## src/datapathPkg.sv

```systemverilog
// Datapath shared definitions
package datapathPkg;

    // ------------------------------------------------------------
    // Sizes
    // ------------------------------------------------------------
    localparam int WORD_WIDTH       = 16;
    localparam int ADDR_WIDTH       = 10;
    localparam int MEM_DEPTH        = 256;
    localparam int MEM_ADDR_WIDTH   = $clog2(MEM_DEPTH);
    localparam int PORT_COUNT       = 4;
    localparam int PORT_INDEX_WIDTH = $clog2(PORT_COUNT);

    // ------------------------------------------------------------
    // Address map
    // ------------------------------------------------------------
    // Bank A reads and writes start at zero
    localparam int IO_PORT_BASE_ADDR     = 256;
    localparam int MEM_WRITE_BASE_ADDR_B = 512;
    localparam int IO_WRITE_BASE_ADDR_A  = 256;
    localparam int IO_WRITE_BASE_ADDR_B  = 768;

    typedef enum logic [2:0] {
        ADD, SUB, AND, OR, XOR, PASSA, PASSB, MUL
    } aluOpT;

    typedef struct packed {
        logic                  valid;
        aluOpT                 op;
        logic [ADDR_WIDTH-1:0] readAddrA;
        logic [ADDR_WIDTH-1:0] readAddrB;
        logic [ADDR_WIDTH-1:0] writeAddrD;
    } instrT;

    typedef struct packed {
        logic [WORD_WIDTH-1:0] ra;
        logic [WORD_WIDTH-1:0] rb;
        logic                  carryOut;
        logic                  overflow;
    } aluResultT;

    typedef struct packed {
        logic readIsIoA;
        logic readIsIoB;
        logic writeIsIoA;
        logic writeIsIoB;
        logic ioReady;
    } predT;

    // Address falls inside [base, base + size)
    function automatic logic inWindow(input logic [ADDR_WIDTH-1:0] addr,
                                      input int unsigned base,
                                      input int unsigned size);
        return (addr >= base) && (addr < base + size);
    endfunction

    function automatic logic [PORT_COUNT-1:0] portOneHot(
            input logic [PORT_INDEX_WIDTH-1:0] idx);
        return PORT_COUNT'(1) << idx;
    endfunction

endpackage

```

## src/ioPredication.sv

```systemverilog
// I/O predication
`timescale 1ns/10ps

module ioPredication (
    input  logic                                 clock,
    input  logic                                 rstN,
    input  datapathPkg::instrT                   s1Instr,
    input  logic [datapathPkg::PORT_COUNT-1:0]   readEfA,
    input  logic [datapathPkg::PORT_COUNT-1:0]   readEfB,
    input  logic [datapathPkg::PORT_COUNT-1:0]   writeEfA,
    input  logic [datapathPkg::PORT_COUNT-1:0]   writeEfB,
    input  logic                                 cancel,
    output logic [datapathPkg::PORT_COUNT-1:0]   ioRdenA,
    output logic [datapathPkg::PORT_COUNT-1:0]   ioRdenB,
    output datapathPkg::predT                    pred,
    output logic                                 annul
);
    import datapathPkg::*;

    logic                        cancelQ;
    logic [PORT_INDEX_WIDTH-1:0] idxA;
    logic [PORT_INDEX_WIDTH-1:0] idxB;
    logic [PORT_INDEX_WIDTH-1:0] idxD;
    logic                        readIsIoA;
    logic                        readIsIoB;
    logic                        writeIsIoA;
    logic                        writeIsIoB;
    logic                        readOkA;
    logic                        readOkB;
    logic                        writeOk;
    logic                        ioReady;
    logic                        issue;

    // Cancel is sampled with the instruction, so it lines up with stage 1
    always_ff @(posedge clock) begin
        if (!rstN) begin
            cancelQ <= 1'b0;
        end else begin
            cancelQ <= cancel;
        end
    end

    // ------------------------------------------------------------
    // Address decode
    // ------------------------------------------------------------
    // I/O windows are aligned, so the low bits give the port
    assign idxA = s1Instr.readAddrA[PORT_INDEX_WIDTH-1:0];
    assign idxB = s1Instr.readAddrB[PORT_INDEX_WIDTH-1:0];
    assign idxD = s1Instr.writeAddrD[PORT_INDEX_WIDTH-1:0];

    assign readIsIoA  = inWindow(s1Instr.readAddrA, IO_PORT_BASE_ADDR, PORT_COUNT);
    assign readIsIoB  = inWindow(s1Instr.readAddrB, IO_PORT_BASE_ADDR, PORT_COUNT);
    assign writeIsIoA = inWindow(s1Instr.writeAddrD, IO_WRITE_BASE_ADDR_A, PORT_COUNT);
    assign writeIsIoB = inWindow(s1Instr.writeAddrD, IO_WRITE_BASE_ADDR_B, PORT_COUNT);

    // ------------------------------------------------------------
    // Flag checks
    // ------------------------------------------------------------
    // Only the ports an instruction touches are checked
    assign readOkA = !readIsIoA || readEfA[idxA];
    assign readOkB = !readIsIoB || readEfB[idxB];
    assign writeOk = (!writeIsIoA || writeEfA[idxD]) && (!writeIsIoB || writeEfB[idxD]);
    assign ioReady = readOkA && readOkB && writeOk;

    assign issue = s1Instr.valid && ioReady && !cancelQ;
    assign annul = !issue;

    assign ioRdenA = (issue && readIsIoA) ? portOneHot(idxA) : '0;
    assign ioRdenB = (issue && readIsIoB) ? portOneHot(idxB) : '0;

    always_comb begin
        pred.readIsIoA  = readIsIoA;
        pred.readIsIoB  = readIsIoB;
        pred.writeIsIoA = writeIsIoA;
        pred.writeIsIoB = writeIsIoB;
        pred.ioReady    = ioReady;
    end

endmodule

```

## config.mk

```make
export PLATFORM = sky130hd
export DESIGN_NAME = ioPredication
export DESIGN_NICKNAME = d
export VERILOG_FILES = /design/src/datapathPkg.sv /design/src/ioPredication.sv
export SDC_FILE = /design/constraint.sdc
export NUM_CORES = 1
export LEC_CHECK = 0
export ABC_CLOCK_PERIOD_IN_PS = 10600
export BUFFER_PORTS_ARGS = -buffer_cell sky130_fd_sc_hd__buf_2
export CORE_UTILIZATION = 31
export CTS_CLUSTER_DIAMETER = 50
export DETAILED_ROUTE_END_ITERATION = 10
export HOLD_SLACK_MARGIN = 0.02
export PLACE_DENSITY = 0.92
export SYNTH_ARGS = -nofsm -noshare
export SYNTH_HDL_FRONTEND = slang
export SYNTH_SLANG_ARGS = --single-unit
export TNS_END_PERCENT = 100
```

## constraint.sdc

```tcl
create_clock -name clock -period 10.6 [get_ports clock]
set_input_delay 3.18 -clock clock [delete_from_list [all_inputs] [get_ports clock]]
set_output_delay 3.18 -clock clock [all_outputs]
set_load 0.03 [all_outputs]
```

# After elaboration in Yosys (flattened, before gate mapping)
# Index checks and enable logic that the tools add are counted.
dict set report totals {
  ff_bits 1
  input_bits 53
  out_inout_bits 14
  wordCells 45
}
dict set report op_classes {
  order_cmp 11
  shift 2
  muxes 10
  n_reduce_logical 21
}
# cell n
set ops {}
lappend ops {{$ge 10x9->1 const B} 3}
lappend ops {{$lt 10x9->1 const B} 3}
lappend ops {{$logic_and 1x1->1} 11}
lappend ops {{$ge 10x10->1 const B} 1}
lappend ops {{$lt 10x10->1 const B} 1}
lappend ops {{$lt 2x3->1 const B} 3}
lappend ops {{$bmux 1 s2} 4}
lappend ops {{$mux 4} 2}
lappend ops {{$shl 1x2->4 const A} 2}
lappend ops {{$logic_not 1->1} 6}
lappend ops {{$logic_or 1x1->1} 4}
lappend ops {{$mux 1} 4}

# Longest topological paths before layout
dict set report logic_depth {
  word_depth 10
  depth_mapped 7
  depth_no_buf 4
}

# Least setup slack after synthesis
# Ideal clock, no wire load.
dict set report synth_timing {
  path_type {input -> output}
  from {in s1Instr[1] (netlist bit)}
  to {out ioRdenB[1] (netlist bit)}
  arrival_ns 5.152
  t_required_ns 7.420
  slack_ns 2.268
  cell_stages 6
  path_buffers 2
  cell_sequence {buf_4 mux2i_1 mux4_2 and2_1 buf_6 nor4_1}
}
dict set report synth_between {
  elab_chain_len 10
  elab_cells_between_ends 20
  cone_classes {order compare (4); mux (5); reduce/logical (11)}
}
# item line_no
set synth_rtl {}
lappend synth_rtl {{start, declared} ioPredication.sv:7} ;# input datapathPkg::instrT s1Instr,
lappend synth_rtl {{$ge 10x9->1 (tied with other cells)} datapathPkg.sv:54} ;# return (addr >= base) && (addr < base + size);
lappend synth_rtl {{$logic_and 1x1->1} datapathPkg.sv:54}
lappend synth_rtl {{$logic_not 1->1} ioPredication.sv:62} ;# assign writeOk = (!writeIsIoA || writeEfA[idxD]) && (!writeIsIoB || writeEfB[idxD]);
lappend synth_rtl {{$logic_or 1x1->1} ioPredication.sv:62}
lappend synth_rtl {{$logic_and 1x1->1 (*)} ioPredication.sv:62}
lappend synth_rtl {{$logic_and 1x1->1 (*)} ioPredication.sv:63} ;# assign ioReady = readOkA && readOkB && writeOk;
lappend synth_rtl {{$logic_and 1x1->1 (*) (2 in a row)} ioPredication.sv:65} ;# assign issue = s1Instr.valid && ioReady && !cancelQ;
lappend synth_rtl {{$logic_and 1x1->1 (*)} ioPredication.sv:69} ;# assign ioRdenB = (issue && readIsIoB) ? portOneHot(idxB) : '0;
lappend synth_rtl {{$mux 4 (*)} ioPredication.sv:69}
lappend synth_rtl {{end, declared} ioPredication.sv:14} ;# output logic [datapathPkg::PORT_COUNT-1:0] ioRdenB,
# Every way passes the cells marked *; elsewhere a longest branch is shown, timed or not. The select of a mux whose other input is x is not followed.

# Final worst setup path
dict set report layout_timing {
  from {in s1Instr[5] (netlist bit)}
  to {out annul}
}
dict set report layout_between {
  elab_chain_len 9
  elab_cells_between_ends 15
  cone_classes {order compare (4); reduce/logical (11)}
}
# item line_no
set layout_rtl {}
lappend layout_rtl {{$ge 10x9->1 (tied with other cells)} datapathPkg.sv:54}
lappend layout_rtl {{$logic_and 1x1->1} datapathPkg.sv:54}
lappend layout_rtl {{$logic_not 1->1} ioPredication.sv:62}
lappend layout_rtl {{$logic_or 1x1->1} ioPredication.sv:62}
lappend layout_rtl {{$logic_and 1x1->1 (*)} ioPredication.sv:62}
lappend layout_rtl {{$logic_and 1x1->1 (*)} ioPredication.sv:63}
lappend layout_rtl {{$logic_and 1x1->1 (*) (2 in a row)} ioPredication.sv:65}
lappend layout_rtl {{$logic_not 1->1 (*)} ioPredication.sv:66} ;# assign annul = !issue;
lappend layout_rtl {{end, declared} ioPredication.sv:16} ;# output logic annul
# Every way passes the cells marked *; elsewhere a longest branch is shown, timed or not.

==> summary.md <==
| Metric | Value |
|---|---|
| P_sw | 7.95 µW |
| Largest net degree at the start of global routing | 11 |
| Layout cell share with drive strength beyond 1 | 0.605 |
| Largest regs | cancelQ: 1 flops |
| Lkg Pwr | 0.407 nW |
| Hold buffer count at CTS | 0 |
| Fill cells | 133 |
| Internal power | 15.6 µW |
| CP max FO | 10 |
| WL/cell | 10.2 µm |
| Top post-synthesis cells by area | mux2i_1 15%, buf_4 9.7%, mux4_2 9.7%, nor4_1 8.1%, nor2b_1 6.7% |
| Clock power share | 0 |
| Synth Instances | 59 |
| Critical path class | in2out |
| Most common cell on crit path | buf_2 |
| First-pass GRT wire length | 1.77 mm |
| Highest clock rate | 0.125 GHz |
| Metal-1 WL | 467 µm |
| I/O Buffers | 63 |
| Critical Path Start Type | primary input |
| Post-layout power | 23.6 µW |
| Via-to-Cell Ratio | 5.06 |
| RSZ-0062 raised after global routing | no |
| Setup crit end kind | primary output |
| DP Wirelength | 1.21 mm |
| Slew Limit Headroom | 0.747 |
| Setup TNS | 0 ps |
| Mapped Avg Cell Area | 7.87 µm² |
| Initial DRC count | 7 |
| WL met3 | 147 µm |
| Synthesized net count | 112 |
| Antenna Nets Post-Route | 0 |
| Top cell type's share of synthesized area | 0.151 |
| Die Footprint | 1660 µm² |
| Mapped cell area | 464 µm² |
| Vias | 653 |
| Util after Layout | 0.547 |
| I/O pin total | 67 |
| GRT Residual Overflow | 0 |
| Cell variety after synth | 25 |
| P&R area growth vs syn | 59.0% |
| Max Cap Viol | 0 |
| Leading area contributor after synthesis | mux2i_1 |
| Worst VDD drop | 0.0287 mV |
| GRT Overall Usage | 0.149 |
| Residual DRC | 0 |
| Tmin final | 7990 ps |
| Initial core utilization | 0.344 |
| Sequential cell area | 20.0 µm² |
| CP required | 7420 ps |
| Placed instance area | 738 µm² |
| Switch share | 0.337 |
| Largest register FFs | 1 |
| Period utilization | 0.754 |
| Post-CTS Setup Repair Bufs | 0 |
| GPL Wtd Cong | 0.814 |
| Final setup viols | 0 |
| Hold WC Path Type | in2reg |
| Power per standard cell area | 31.9 nW/µm² |
| Post-synthesis sequential area ratio | 0.0431 |
| Register share of total power | 0.175 |
| Hold_ws | 3380 ps |
| Die Y | 40.7 µm |
| Finished Cell Area | 738 µm² |
| Row count | 13 |
| Metal2 WL | 707 µm |
| Least-Margin Pin Slew | 369 ps |
| Crit-path cells | buf_2, or4b_1, nor4_1, and2_1, or3_4, buf_2 |
| Max layer used | met3 |
| Clock-pin slew of the registers on the worst-case setup and hold paths | 0 ps |
| Worst stage delay on the critical path | 500 ps |
| Max Slew Vio Count | 0 |
| Post-CTS Resized | 0 |
| Final nets | 169 |
| Synth Register Bits | 1 |
| Status | completed |
| DRT Pass-1 Iters | 2 |
| Antenna violations before repair | 0 |
| Final wirelength | 1.32 mm |
| Core Box Area | 1350 µm² |
| Most flops, register | cancelQ |
| Total number of yosys warnings | 0 |
| Vias in the first global route | 514 |
| Combinational Power Share | 0.825 |
| Area of the multi-input gates | 380 µm² |
| Antenna diodes | 0 |
| Final-report hold violation count | 0 |
| Critical path's slowest cell | or4b_1 |
| Arr. time, crit path | 4810 ps |
| Die X | 40.7 µm |
==> Yosys cell counts <==
library cell / number
mux2i_1: 7
buf_4: 6
nor3_1: 6
nor4_1: 6
nor2b_1: 5
and2_1: 3
nand4_1: 3
mux4_2: 2
nand2_1: 2
nand3_1: 2
nand3b_1: 2
nor2_1: 2
and4b_1: 1
buf_6: 1
clkbuf_1: 1
dfxtp_1: 1
inv_1: 1
nand2b_1: 1
nor4b_1: 1
nor4b_2: 1
o221a_2: 1
or3_1: 1
or3_4: 1
or4b_1: 1
or4b_2: 1
==> critical path: cells and delay by family <==
| family | cells | cell delay, ps |
|---|---|---|
| simple gates | 4 | 1350 |
| buf+inv | 2 | 270 |
==> stage by stage <==
stage / worst slack [ps] / cells
2_1_floorplan: 2270 / 59
3_3_place_gp: 2600 / 129
3_5_place_dp: 2600 / 129
4_1_cts: 2590 / 129
5_1_grt: 2470 / 129
6_report: 2610 / 129
==> cell families (layout without fill, tap and decap cells) <==
family | after synthesis | in the layout | synth area share
buf+inv | 9 | 64 | 0.137
simple gates | 39 | 39 | 0.547
flops | 1 | 1 | 0.0431
mux | 9 | 9 | 0.248
compound gates | 1 | 1 | 0.0243
==> cells in the final DEF (no fill, tap or decap), types with 3 or more instances in the layout <==
cell type and instances:
buf_2 63, mux2i_1 7, nor4_1 6, nor3_1 6, nor2b_1 5, and2_1 3, nand4_1 3
==> power by group through the flow <==
stage               Clock (mW)  Sequential, mW  Combinational, mW
global placement             0         0.00411             0.0189
detailed placement           0         0.00413             0.0195
finish                       0         0.00413             0.0194
global route                 0         0.00414             0.0215
CTS                          0         0.00413             0.0195
floorplan                    0         0.00411            0.00896
==> layout make-up <==
class,instances,share of cell area
Sequential cell,1,0.0271
Timing Repair Buffer,63,0.427
Multi-Input combinational cell,49,0.515
Inverter,1,0.00508
Tap cell,15,0.0254
==> worst paths after layout <==
path                  end  startpoint  cells after the start  slack [ps]
setup / recovery    annul  s1Instr[5]                      6        2610
hold / removal    cancelQ      cancel                      2        3380
==> per-layer routing <==
layer  track usage  vias to the layer above
li1              -                      336
met1         0.161                      275
met2         0.310                       42
met3       0.00543                        0
met4        0.0333                        0
met5             0                        -
No activity file was read; power rests on OpenSTA's default activity.
